<file path="src/verilog/ex_macros.svh">
`ifndef EX_MACROS_SVH
`define EX_MACROS_SVH

// RV32I fixed widths
`define EX_XLEN       32  // data and address
`define EX_REG_ADDR_W 5   // register index
`define EX_STRB_W     4   // one strobe per byte lane

`endif

</file>
<file path="src/verilog/rv_isa_pkg.sv">
package rv_isa_pkg;

    // major opcodes handled by this stage
    parameter logic [6:0] OPC_OP_IMM = 7'b0010011;
    parameter logic [6:0] OPC_OP     = 7'b0110011;
    parameter logic [6:0] OPC_BRANCH = 7'b1100011;
    parameter logic [6:0] OPC_LOAD   = 7'b0000011;
    parameter logic [6:0] OPC_STORE  = 7'b0100011;

    // OP and OP-IMM
    parameter logic [2:0] F3_ADD_SUB = 3'b000;
    parameter logic [2:0] F3_SLL     = 3'b001;
    parameter logic [2:0] F3_SLT     = 3'b010;
    parameter logic [2:0] F3_SLTU    = 3'b011;
    parameter logic [2:0] F3_XOR     = 3'b100;
    parameter logic [2:0] F3_SRL_SRA = 3'b101;
    parameter logic [2:0] F3_OR      = 3'b110;
    parameter logic [2:0] F3_AND     = 3'b111;

    // branches
    parameter logic [2:0] F3_BEQ  = 3'b000;
    parameter logic [2:0] F3_BNE  = 3'b001;
    parameter logic [2:0] F3_BLT  = 3'b100;
    parameter logic [2:0] F3_BGE  = 3'b101;
    parameter logic [2:0] F3_BLTU = 3'b110;
    parameter logic [2:0] F3_BGEU = 3'b111;

    // loads
    parameter logic [2:0] F3_LB  = 3'b000;
    parameter logic [2:0] F3_LH  = 3'b001;
    parameter logic [2:0] F3_LW  = 3'b010;
    parameter logic [2:0] F3_LBU = 3'b100;
    parameter logic [2:0] F3_LHU = 3'b101;

    // stores
    parameter logic [2:0] F3_SB = 3'b000;
    parameter logic [2:0] F3_SH = 3'b001;
    parameter logic [2:0] F3_SW = 3'b010;

    parameter logic [6:0] F7_BASE = 7'b0000000;
    parameter logic [6:0] F7_ALT  = 7'b0100000;  // selects SUB and SRA

endpackage

</file>
<file path="src/verilog/ex_types_pkg.sv">
`include "ex_macros.svh"

package ex_types_pkg;

    typedef enum logic [2:0] {
        CLASS_NONE,    // bubble, nothing leaves the stage
        CLASS_ALU,
        CLASS_BRANCH,
        CLASS_LOAD,
        CLASS_STORE
    } op_class_e;

    typedef enum logic [3:0] {
        ALU_ADD,
        ALU_SUB,
        ALU_SLL,
        ALU_SLT,
        ALU_SLTU,
        ALU_XOR,
        ALU_SRL,
        ALU_SRA,
        ALU_OR,
        ALU_AND
    } alu_op_e;

    typedef enum logic [2:0] {
        BR_EQ,
        BR_NE,
        BR_LT,
        BR_GE,
        BR_LTU,
        BR_GEU
    } branch_cond_e;

    typedef enum logic [1:0] {
        MEM_BYTE,
        MEM_HALF,
        MEM_WORD
    } mem_size_e;

    // one memory word seen as byte lanes or as halfword lanes
    typedef union packed {
        logic [`EX_STRB_W-1:0][7:0]     byte_lane;
        logic [`EX_STRB_W/2-1:0][15:0]  half_lane;
    } mem_word_u;

endpackage

</file>
<file path="src/verilog/ex_decode.sv">
`timescale 1ns/1ps
`include "ex_macros.svh"

module ex_decode (
    input  logic [`EX_XLEN-1:0]         inst_i,
    output ex_types_pkg::op_class_e     class_o,
    output ex_types_pkg::alu_op_e       alu_op_o,
    output ex_types_pkg::branch_cond_e  branch_cond_o,
    output ex_types_pkg::mem_size_e     mem_size_o,
    output logic                        mem_unsigned_o,
    output logic                        wen_req_o
);

    logic [6:0] opcode;
    logic [2:0] funct3;
    logic [6:0] funct7;
    logic       is_op;      // register form, funct7 is real
    logic       f7_base;
    logic       f7_alt;
    logic       alu_ok;

    assign opcode  = inst_i[6:0];
    assign funct3  = inst_i[14:12];
    assign funct7  = inst_i[31:25];
    assign is_op   = (opcode == rv_isa_pkg::OPC_OP);
    assign f7_base = (funct7 == rv_isa_pkg::F7_BASE);
    assign f7_alt  = (funct7 == rv_isa_pkg::F7_ALT);

    // ALU op and funct7 legality, shared by OP and OP-IMM
    always_comb begin
        alu_ok = !is_op || f7_base;   // immediate forms carry imm bits in funct7
        case (funct3)
            rv_isa_pkg::F3_ADD_SUB: begin
                alu_op_o = (is_op && f7_alt) ? ex_types_pkg::ALU_SUB : ex_types_pkg::ALU_ADD;
                alu_ok   = !is_op || f7_base || f7_alt;
            end
            rv_isa_pkg::F3_SLL: begin
                alu_op_o = ex_types_pkg::ALU_SLL;
                alu_ok   = f7_base;         // shamt upper bits must be zero
            end
            rv_isa_pkg::F3_SLT:  alu_op_o = ex_types_pkg::ALU_SLT;
            rv_isa_pkg::F3_SLTU: alu_op_o = ex_types_pkg::ALU_SLTU;
            rv_isa_pkg::F3_XOR:  alu_op_o = ex_types_pkg::ALU_XOR;
            rv_isa_pkg::F3_SRL_SRA: begin
                alu_op_o = f7_alt ? ex_types_pkg::ALU_SRA : ex_types_pkg::ALU_SRL;
                alu_ok   = f7_base || f7_alt;
            end
            rv_isa_pkg::F3_OR:   alu_op_o = ex_types_pkg::ALU_OR;
            default:             alu_op_o = ex_types_pkg::ALU_AND;
        endcase
    end

    always_comb begin
        class_o        = ex_types_pkg::CLASS_NONE;
        branch_cond_o  = ex_types_pkg::BR_EQ;
        mem_size_o     = ex_types_pkg::MEM_WORD;
        mem_unsigned_o = 1'b0;
        case (opcode)
            rv_isa_pkg::OPC_OP_IMM, rv_isa_pkg::OPC_OP: begin
                if (alu_ok)
                    class_o = ex_types_pkg::CLASS_ALU;
            end
            rv_isa_pkg::OPC_BRANCH: begin
                class_o = ex_types_pkg::CLASS_BRANCH;
                case (funct3)
                    rv_isa_pkg::F3_BEQ:  branch_cond_o = ex_types_pkg::BR_EQ;
                    rv_isa_pkg::F3_BNE:  branch_cond_o = ex_types_pkg::BR_NE;
                    rv_isa_pkg::F3_BLT:  branch_cond_o = ex_types_pkg::BR_LT;
                    rv_isa_pkg::F3_BGE:  branch_cond_o = ex_types_pkg::BR_GE;
                    rv_isa_pkg::F3_BLTU: branch_cond_o = ex_types_pkg::BR_LTU;
                    rv_isa_pkg::F3_BGEU: branch_cond_o = ex_types_pkg::BR_GEU;
                    default:             class_o = ex_types_pkg::CLASS_NONE;
                endcase
            end
            rv_isa_pkg::OPC_LOAD: begin
                class_o        = ex_types_pkg::CLASS_LOAD;
                mem_unsigned_o = funct3[2];   // LBU and LHU
                case (funct3)
                    rv_isa_pkg::F3_LB, rv_isa_pkg::F3_LBU: mem_size_o = ex_types_pkg::MEM_BYTE;
                    rv_isa_pkg::F3_LH, rv_isa_pkg::F3_LHU: mem_size_o = ex_types_pkg::MEM_HALF;
                    rv_isa_pkg::F3_LW:                     mem_size_o = ex_types_pkg::MEM_WORD;
                    default:                               class_o = ex_types_pkg::CLASS_NONE;
                endcase
            end
            rv_isa_pkg::OPC_STORE: begin
                class_o = ex_types_pkg::CLASS_STORE;
                case (funct3)
                    rv_isa_pkg::F3_SB: mem_size_o = ex_types_pkg::MEM_BYTE;
                    rv_isa_pkg::F3_SH: mem_size_o = ex_types_pkg::MEM_HALF;
                    rv_isa_pkg::F3_SW: mem_size_o = ex_types_pkg::MEM_WORD;
                    default:           class_o = ex_types_pkg::CLASS_NONE;
                endcase
            end
            default: class_o = ex_types_pkg::CLASS_NONE;
        endcase
    end

    // only ALU ops and loads write rd
    assign wen_req_o = (class_o == ex_types_pkg::CLASS_ALU) ||
                       (class_o == ex_types_pkg::CLASS_LOAD);

endmodule

</file>
<file path="src/verilog/ex_alu.sv">
`timescale 1ns/1ps
`include "ex_macros.svh"

module ex_alu (
    input  logic [`EX_XLEN-1:0]     op_num1_i,
    input  logic [`EX_XLEN-1:0]     op_num2_i,
    input  ex_types_pkg::alu_op_e   alu_op_i,
    output logic [`EX_XLEN-1:0]     result_o,
    output logic                    eq_o,
    output logic                    lt_signed_o,
    output logic                    lt_unsigned_o
);

    logic                   sub_en;
    logic [`EX_XLEN-1:0]    add_b;
    logic [`EX_XLEN-1:0]    sum;
    logic [4:0]             shamt;
    logic [`EX_XLEN-1:0]    shl;
    logic [`EX_XLEN-1:0]    shr;
    logic [`EX_XLEN-1:0]    sra_mask;
    logic [`EX_XLEN-1:0]    sra;

    // one adder for ADD and SUB, two's complement via inverted operand and carry in
    assign sub_en = (alu_op_i == ex_types_pkg::ALU_SUB);
    assign add_b  = sub_en ? ~op_num2_i : op_num2_i;
    assign sum    = op_num1_i + add_b + {{(`EX_XLEN-1){1'b0}}, sub_en};

    // comparisons stay valid for every op, branches use them too
    assign eq_o          = (op_num1_i == op_num2_i);
    assign lt_signed_o   = ($signed(op_num1_i) < $signed(op_num2_i));
    assign lt_unsigned_o = (op_num1_i < op_num2_i);

    assign shamt    = op_num2_i[4:0];
    assign shl      = op_num1_i << shamt;
    assign shr      = op_num1_i >> shamt;
    assign sra_mask = {`EX_XLEN{1'b1}} >> shamt;
    assign sra      = (shr & sra_mask) | ({`EX_XLEN{op_num1_i[`EX_XLEN-1]}} & ~sra_mask);

    always_comb begin
        case (alu_op_i)
            ex_types_pkg::ALU_ADD,
            ex_types_pkg::ALU_SUB:  result_o = sum;
            ex_types_pkg::ALU_SLL:  result_o = shl;
            ex_types_pkg::ALU_SLT:  result_o = {{(`EX_XLEN-1){1'b0}}, lt_signed_o};
            ex_types_pkg::ALU_SLTU: result_o = {{(`EX_XLEN-1){1'b0}}, lt_unsigned_o};
            ex_types_pkg::ALU_XOR:  result_o = op_num1_i ^ op_num2_i;
            ex_types_pkg::ALU_SRL:  result_o = shr;
            ex_types_pkg::ALU_SRA:  result_o = sra;
            ex_types_pkg::ALU_OR:   result_o = op_num1_i | op_num2_i;
            default:                result_o = op_num1_i & op_num2_i;
        endcase
    end

endmodule

</file>
<file path="src/verilog/ex_lsu.sv">
`timescale 1ns/1ps
`include "ex_macros.svh"

module ex_lsu (
    input  logic [`EX_XLEN-1:0]     base_addr_i,
    input  logic [`EX_XLEN-1:0]     addr_offset_i,
    input  logic [`EX_XLEN-1:0]     store_src_i,
    input  logic [`EX_XLEN-1:0]     mem_rd_data_i,
    input  ex_types_pkg::mem_size_e mem_size_i,
    input  logic                    mem_unsigned_i,
    output logic [`EX_XLEN-1:0]     eff_addr_o,
    output logic [`EX_XLEN-1:0]     store_data_o,
    output logic [`EX_STRB_W-1:0]   store_strb_o,
    output logic [`EX_XLEN-1:0]     load_result_o
);

    logic [1:0]                 lane;
    ex_types_pkg::mem_word_u    st_word;
    ex_types_pkg::mem_word_u    rd_word;
    logic [7:0]                 rd_byte;
    logic [15:0]                rd_half;

    assign eff_addr_o = base_addr_i + addr_offset_i;  // also the branch target
    assign lane       = eff_addr_o[1:0];

    // little endian, low byte at the low address
    always_comb begin
        st_word = '0;
        case (mem_size_i)
            ex_types_pkg::MEM_BYTE: begin
                st_word.byte_lane[lane] = store_src_i[7:0];
                store_strb_o            = `EX_STRB_W'(1) << lane;
            end
            ex_types_pkg::MEM_HALF: begin
                st_word.half_lane[lane[1]] = store_src_i[15:0];
                store_strb_o               = lane[1] ? 4'b1100 : 4'b0011;
            end
            default: begin
                st_word      = store_src_i;
                store_strb_o = {`EX_STRB_W{1'b1}};
            end
        endcase
    end

    assign store_data_o = st_word;

    assign rd_word = mem_rd_data_i;
    assign rd_byte = rd_word.byte_lane[lane];
    assign rd_half = rd_word.half_lane[lane[1]];   // bit 0 ignored, no misalign trap

    always_comb begin
        case (mem_size_i)
            ex_types_pkg::MEM_BYTE: begin
                if (mem_unsigned_i)
                    load_result_o = {{(`EX_XLEN-8){1'b0}}, rd_byte};
                else
                    load_result_o = {{(`EX_XLEN-8){rd_byte[7]}}, rd_byte};
            end
            ex_types_pkg::MEM_HALF: begin
                if (mem_unsigned_i)
                    load_result_o = {{(`EX_XLEN-16){1'b0}}, rd_half};
                else
                    load_result_o = {{(`EX_XLEN-16){rd_half[15]}}, rd_half};
            end
            default: load_result_o = rd_word;
        endcase
    end

endmodule

</file>
<file path="src/verilog/ex_commit.sv">
`timescale 1ns/1ps
`include "ex_macros.svh"

module ex_commit (
    input  logic                        clk,
    input  logic                        rst_i,
    input  ex_types_pkg::op_class_e     class_i,
    input  ex_types_pkg::branch_cond_e  branch_cond_i,
    input  logic                        wen_req_i,
    input  logic [`EX_REG_ADDR_W-1:0]   rd_addr_i,
    input  logic [`EX_XLEN-1:0]         alu_result_i,
    input  logic [`EX_XLEN-1:0]         load_result_i,
    input  logic [`EX_XLEN-1:0]         eff_addr_i,
    input  logic [`EX_XLEN-1:0]         store_data_i,
    input  logic [`EX_STRB_W-1:0]       store_strb_i,
    input  logic                        eq_i,
    input  logic                        lt_signed_i,
    input  logic                        lt_unsigned_i,
    output logic [`EX_REG_ADDR_W-1:0]   rd_addr_o,
    output logic [`EX_XLEN-1:0]         rd_data_o,
    output logic                        rd_wen_o,
    output logic [`EX_XLEN-1:0]         jump_addr_o,
    output logic                        jump_en_o,
    output logic                        mem_wr_req_o,
    output logic [`EX_STRB_W-1:0]       mem_wr_sel_o,
    output logic [`EX_XLEN-1:0]         mem_wr_addr_o,
    output logic [`EX_XLEN-1:0]         mem_wr_data_o
);

    logic                   is_branch;
    logic                   is_store;
    logic                   taken;
    logic [`EX_XLEN-1:0]    wb_data;

    assign is_branch = (class_i == ex_types_pkg::CLASS_BRANCH);
    assign is_store  = (class_i == ex_types_pkg::CLASS_STORE);
    assign wb_data   = (class_i == ex_types_pkg::CLASS_LOAD) ? load_result_i : alu_result_i;

    // GE forms are the negated LT flags
    always_comb begin
        case (branch_cond_i)
            ex_types_pkg::BR_EQ:  taken = eq_i;
            ex_types_pkg::BR_NE:  taken = ~eq_i;
            ex_types_pkg::BR_LT:  taken = lt_signed_i;
            ex_types_pkg::BR_GE:  taken = ~lt_signed_i;
            ex_types_pkg::BR_LTU: taken = lt_unsigned_i;
            ex_types_pkg::BR_GEU: taken = ~lt_unsigned_i;
            default:              taken = 1'b0;
        endcase
    end

    always_ff @(posedge clk) begin
        if (rst_i) begin
            rd_addr_o     <= '0;
            rd_data_o     <= '0;
            rd_wen_o      <= 1'b0;
            jump_addr_o   <= '0;
            jump_en_o     <= 1'b0;
            mem_wr_req_o  <= 1'b0;
            mem_wr_sel_o  <= '0;
            mem_wr_addr_o <= '0;
            mem_wr_data_o <= '0;
        end else begin
            rd_wen_o      <= wen_req_i;
            rd_addr_o     <= wen_req_i ? rd_addr_i : '0;
            rd_data_o     <= wen_req_i ? wb_data : '0;
            jump_en_o     <= is_branch & taken;
            jump_addr_o   <= is_branch ? eff_addr_i : '0;   // target kept even if not taken
            mem_wr_req_o  <= is_store;
            mem_wr_sel_o  <= is_store ? store_strb_i : '0;
            mem_wr_addr_o <= is_store ? eff_addr_i : '0;
            mem_wr_data_o <= is_store ? store_data_i : '0;
        end
    end

endmodule

</file>
<file path="src/verilog/ex_top.sv">
`timescale 1ns/1ps
`include "ex_macros.svh"

module ex_top (
    input  logic                        clk,
    input  logic                        rst_i,
    input  logic [`EX_XLEN-1:0]         inst_i,
    input  logic [`EX_XLEN-1:0]         op_num1_i,
    input  logic [`EX_XLEN-1:0]         op_num2_i,
    input  logic [`EX_REG_ADDR_W-1:0]   rd_addr_i,
    input  logic [`EX_XLEN-1:0]         base_addr_i,
    input  logic [`EX_XLEN-1:0]         addr_offset_i,
    input  logic [`EX_XLEN-1:0]         mem_rd_data_i,
    output logic [`EX_REG_ADDR_W-1:0]   rd_addr_o,
    output logic [`EX_XLEN-1:0]         rd_data_o,
    output logic                        rd_wen_o,
    output logic [`EX_XLEN-1:0]         jump_addr_o,
    output logic                        jump_en_o,
    output logic                        mem_wr_req_o,
    output logic [`EX_STRB_W-1:0]       mem_wr_sel_o,
    output logic [`EX_XLEN-1:0]         mem_wr_addr_o,
    output logic [`EX_XLEN-1:0]         mem_wr_data_o
);

    ex_types_pkg::op_class_e    op_class;
    ex_types_pkg::alu_op_e      alu_op;
    ex_types_pkg::branch_cond_e branch_cond;
    ex_types_pkg::mem_size_e    mem_size;
    logic                       mem_unsigned;
    logic                       wen_req;
    logic [`EX_XLEN-1:0]        alu_result;
    logic                       eq;
    logic                       lt_signed;
    logic                       lt_unsigned;
    logic [`EX_XLEN-1:0]        eff_addr;
    logic [`EX_XLEN-1:0]        store_data;
    logic [`EX_STRB_W-1:0]      store_strb;
    logic [`EX_XLEN-1:0]        load_result;

    ex_decode u_decode (
        .inst_i         (inst_i),
        .class_o        (op_class),
        .alu_op_o       (alu_op),
        .branch_cond_o  (branch_cond),
        .mem_size_o     (mem_size),
        .mem_unsigned_o (mem_unsigned),
        .wen_req_o      (wen_req)
    );

    ex_alu u_alu (
        .op_num1_i      (op_num1_i),
        .op_num2_i      (op_num2_i),
        .alu_op_i       (alu_op),
        .result_o       (alu_result),
        .eq_o           (eq),
        .lt_signed_o    (lt_signed),
        .lt_unsigned_o  (lt_unsigned)
    );

    // op_num2 carries rs2 for stores
    ex_lsu u_lsu (
        .base_addr_i    (base_addr_i),
        .addr_offset_i  (addr_offset_i),
        .store_src_i    (op_num2_i),
        .mem_rd_data_i  (mem_rd_data_i),
        .mem_size_i     (mem_size),
        .mem_unsigned_i (mem_unsigned),
        .eff_addr_o     (eff_addr),
        .store_data_o   (store_data),
        .store_strb_o   (store_strb),
        .load_result_o  (load_result)
    );

    ex_commit u_commit (
        .clk            (clk),
        .rst_i          (rst_i),
        .class_i        (op_class),
        .branch_cond_i  (branch_cond),
        .wen_req_i      (wen_req),
        .rd_addr_i      (rd_addr_i),
        .alu_result_i   (alu_result),
        .load_result_i  (load_result),
        .eff_addr_i     (eff_addr),
        .store_data_i   (store_data),
        .store_strb_i   (store_strb),
        .eq_i           (eq),
        .lt_signed_i    (lt_signed),
        .lt_unsigned_i  (lt_unsigned),
        .rd_addr_o      (rd_addr_o),
        .rd_data_o      (rd_data_o),
        .rd_wen_o       (rd_wen_o),
        .jump_addr_o    (jump_addr_o),
        .jump_en_o      (jump_en_o),
        .mem_wr_req_o   (mem_wr_req_o),
        .mem_wr_sel_o   (mem_wr_sel_o),
        .mem_wr_addr_o  (mem_wr_addr_o),
        .mem_wr_data_o  (mem_wr_data_o)
    );

endmodule

</file>
<file path="config.mk">
export PLATFORM = sky130hd
export DESIGN_NAME = ex_top
export DESIGN_NICKNAME = d
export VERILOG_FILES = /design/src/verilog/rv_isa_pkg.sv /design/src/verilog/ex_types_pkg.sv /design/src/verilog/ex_decode.sv /design/src/verilog/ex_alu.sv /design/src/verilog/ex_lsu.sv /design/src/verilog/ex_commit.sv /design/src/verilog/ex_top.sv
export VERILOG_INCLUDE_DIRS = /design/src /design/src/verilog
export SDC_FILE = /design/constraint.sdc
export NUM_CORES = 1
export LEC_CHECK = 0
export BUFFER_PORTS_ARGS = -buffer_cell sky130_fd_sc_hd__buf_2
export CORE_ASPECT_RATIO = 1.5
export CORE_UTILIZATION = 50
export CTS_CLUSTER_SIZE = 24
export DETAILED_ROUTE_END_ITERATION = 7
export PLACE_DENSITY_LB_ADDON = 0.08
export RECOVER_POWER = 25
export SYNTH_ARGS = -nofsm -noshare
export SYNTH_HDL_FRONTEND = slang
export SYNTH_SLANG_ARGS = --single-unit
</file>
<file path="constraint.sdc">
create_clock -name clk -period 12 [get_ports clk]
set_clock_uncertainty 0.1 [all_clocks]
set_input_delay 1.8 -clock clk [delete_from_list [all_inputs] [get_ports clk]]
set_output_delay 1.8 -clock clk [all_outputs]
set_load 0.02 [all_outputs]
</file>
==> results.sh <==
export IMPL_hold_depth=2
export IMPL_p_comb_share_pct=38.6
export IMPL_seqPwrFrac_pct=29.4
export IMPL_grtUsageMet1_pct=48.5
export IMPL_die_area_sq_um=30100
export IMPL_worstSetupStartpointType="input pin"
export IMPL_area_delta_synth_final_pct=16.0
export IMPL_end_kind="flip-flop"
export IMPL_initial_core_util_pct=51.1
export IMPL_synth_async_reset_ratio_pct=0
export IMPL_cts_setup_buffers=0
export IMPL_clk_pin_slew_ps=70
export IMPL_postSynthCellCount=1855
export IMPL_n_fill_cell=2783
export IMPL_drcViolationCount=0
export IMPL_p_leak_nw=7.61
export IMPL_grt_antenna_before_repair=5
export IMPL_pre_cts_ws_ps=4630
export IMPL_worst_slack_ps=4310
export IMPL_ctsResizeCount=0
export IMPL_power_density_nw_per_um2=92.8
export IMPL_fin_crit_ps=7690
export IMPL_clock_sinks=140
export IMPL_cp_required_ps=12180
export IMPL_netSwitchingFraction_pct=39.6
export IMPL_mappedNetlistArea_sq_um=14700
export IMPL_grt_usage_pct=47.2
export IMPL_gp_congestion=1.08
export IMPL_row_count=76
export IMPL_io_pins=339
export IMPL_grtUsageMet2_pct=76.9
export IMPL_slew_violations=0
export IMPL_yosys_area_share_adder_pct=14.3
export IMPL_synth_top_family_by_area="compound AO/OA/AOI/OAI gates"
export IMPL_antenna_left=0
export IMPL_relSlewSlack_pct=3.03
export IMPL_layout_drive_gt1_share_pct=19.4
export IMPL_fin_crit_sh_pct=64.1
export IMPL_syn_num_nets=2221
export IMPL_rsz0062_at_grt="false"
export IMPL_outcome="completed"
export IMPL_io_buffers=323
export IMPL_tritoncts="built"
export IMPL_drt_first_pass_iters=6
export IMPL_p_switching_mw=0.627
export IMPL_final_cell_mix="nor2_1 (251), buf_2 (251), a21oi_1 (207), ha_1 (165), dfxtp_1 (140)"
export IMPL_wirelength_um=71300
export IMPL_synth_xor_area_share_pct=5.12
export IMPL_wl_per_cell_um=28.4
export IMPL_critical_path_class="input pin to flip-flop"
export IMPL_finalHoldViolCount=0
export IMPL_grt_pass1_wl_um=103000
export IMPL_drtIter0Drc=1714
export IMPL_die_h_um=212
export IMPL_cts_root_buffer="clkbuf_16"
export IMPL_routed_via_density=6.68
export IMPL_grt_overflow_total=0
export IMPL_synthFlopType="dfxtp_1"
export IMPL_synth_seq_area_share_pct=19.0
export IMPL_finalInstanceArea_sq_um=17100
export IMPL_synthMuxAreaShare_pct=13.6
export IMPL_grt_max_degree=65
export IMPL_tns_ps=0
export IMPL_tightest_slew_ps=1440
export IMPL_final_nets=2475
export IMPL_final_instance_count_excl_fill=2513
export IMPL_setup_violations=0
export IMPL_holdWs_ps=1480
export IMPL_ir_drop_mv=0.134
export IMPL_ys_ff_latch=140
export IMPL_use_met3_pct=13.8
export IMPL_yosysWarnings=0
export IMPL_grt_busiest_layer="met2"
export IMPL_h_tree_depth=4
export IMPL_synth_edff_count=0
export IMPL_core_sq_um=28800
export IMPL_hold_path_class="input pin to flip-flop"
export IMPL_synth_area_per_cell_sq_um=7.94
export IMPL_first_global_vias=16387
export IMPL_cap_violations=0
export IMPL_synth_compound_area_share_pct=24.6
export IMPL_cp_arrival_ps=7860
export IMPL_cts_hold_buf=0
export IMPL_clockBufferDepth=2
export IMPL_synth_simple_gate_area_share_pct=17.7
export IMPL_vias=16789
export IMPL_fmax_mhz=130
export IMPL_dp_cells=2480
export IMPL_cp_max_fo=42
export IMPL_clockPowerShare_pct=32.0
export IMPL_hpwlAfterDp_um=53300
export IMPL_placed_area_sq_um=16600
export IMPL_cts_buffers_inserted=17
export IMPL_ys_types=76
export IMPL_internal_power_mw=0.958
export IMPL_die_x_um=142
==> power groups by stage <==
stage / Combinational, mW / Clock (mW) / Sequential, mW
finish: 0.612 / 0.507 / 0.466
global route: 0.647 / 0.530 / 0.465
CTS: 0.587 / 0.510 / 0.466
detailed placement: 0.583 / 0 / 0.476
global placement: 0.578 / 0 / 0.476
floorplan: 0.373 / 0 / 0.477
==> synthesized netlist by cell type, drive strengths merged, types with 38 or more instances <==
cell type	instances	area, sq um
nor2	252	946
a21oi	208	1040
ha	165	2060
dfxtp	140	2800
o21ai	121	606
nand2	116	435
inv	91	342
clkbuf	83	315
mux4	71	1600
xnor2	57	499
nor3	45	230
a21o	38	285
==> path summary, 6_finish.rpt <==
path	start	endpoint	slack [ps]
worst max-delay path	inst_i[13]	u_commit.rd_data_o[17]	4310
worst min-delay path	rd_addr_i[0]	u_commit.rd_addr_o[0]	1480
==> state kept, by name (all words and copies together) (netlist names) <==
name,cells
u_commit.jump_en_o,1
u_commit.rd_wen_o,1
u_commit.rd_data_o,32
u_commit.mem_wr_addr_o,32
u_commit.jump_addr_o,32
u_commit.mem_wr_req_o,1
u_commit.mem_wr_sel_o,4
u_commit.rd_addr_o,5
u_commit.mem_wr_data_o,32
==> logic make-up after synthesis <==
| kind of cell | after synthesis |
|---|---|
| AO/OA/AOI/OAI | 571 |
| AND/OR/NAND/NOR | 569 |
| buffers and inverters | 211 |
| adder cells (fa/ha/maj) | 167 |
| flip-flops | 140 |
| multiplexers | 111 |
| XOR/XNOR | 86 |
==> worst max-delay path, stage by stage <==
cell	delay, ps
buf_2	410
nor3_4	290
buf_4	420
nand4_1	410
nor2_4	290
buf_4	490
xnor2_1	140
ha_1	420
and2_1	180
nand3_1	140
a2111oi_4	920
o21ai_0	370
o21bai_1	240
xor2_1	100
a211oi_1	1050
nor3_1	140
==> metal layers <==
| layer | routed length (um) | share of wire [%] | up-vias |
|---|---|---|---|
| met5 | 10 | 0.014 | - |
| met4 | 7390 | 10 | 2 |
| met3 | 7520 | 11 | 359 |
| met2 | 33200 | 47 | 1163 |
| met1 | 23200 | 33 | 7924 |
| li1 | - | - | 7341 |
==> through the flow <==
step | utilization, % | power [mW]
2_1_floorplan | - | 0.850
3_3_place_gp | 57.6 | 1.05
3_5_place_dp | 57.6 | 1.06
4_1_cts | 59.6 | 1.56
5_1_grt | 59.3 | 1.64
6_report | 59.3 | 1.58
==> layout make-up <==
cell class              count  area (sq um)  area share (%)
inverters                  93           349            2.04
clock inverters            14           125           0.733
repair buffers            353          1760            10.3
diodes                      2          5.00          0.0293
well taps                 390           488            2.86
multi-input cells        1504         11100            65.1
flip-flops and latches    140          2800            16.4
clock buffers              17           425            2.49
Power figures use the tool's default switching activity.
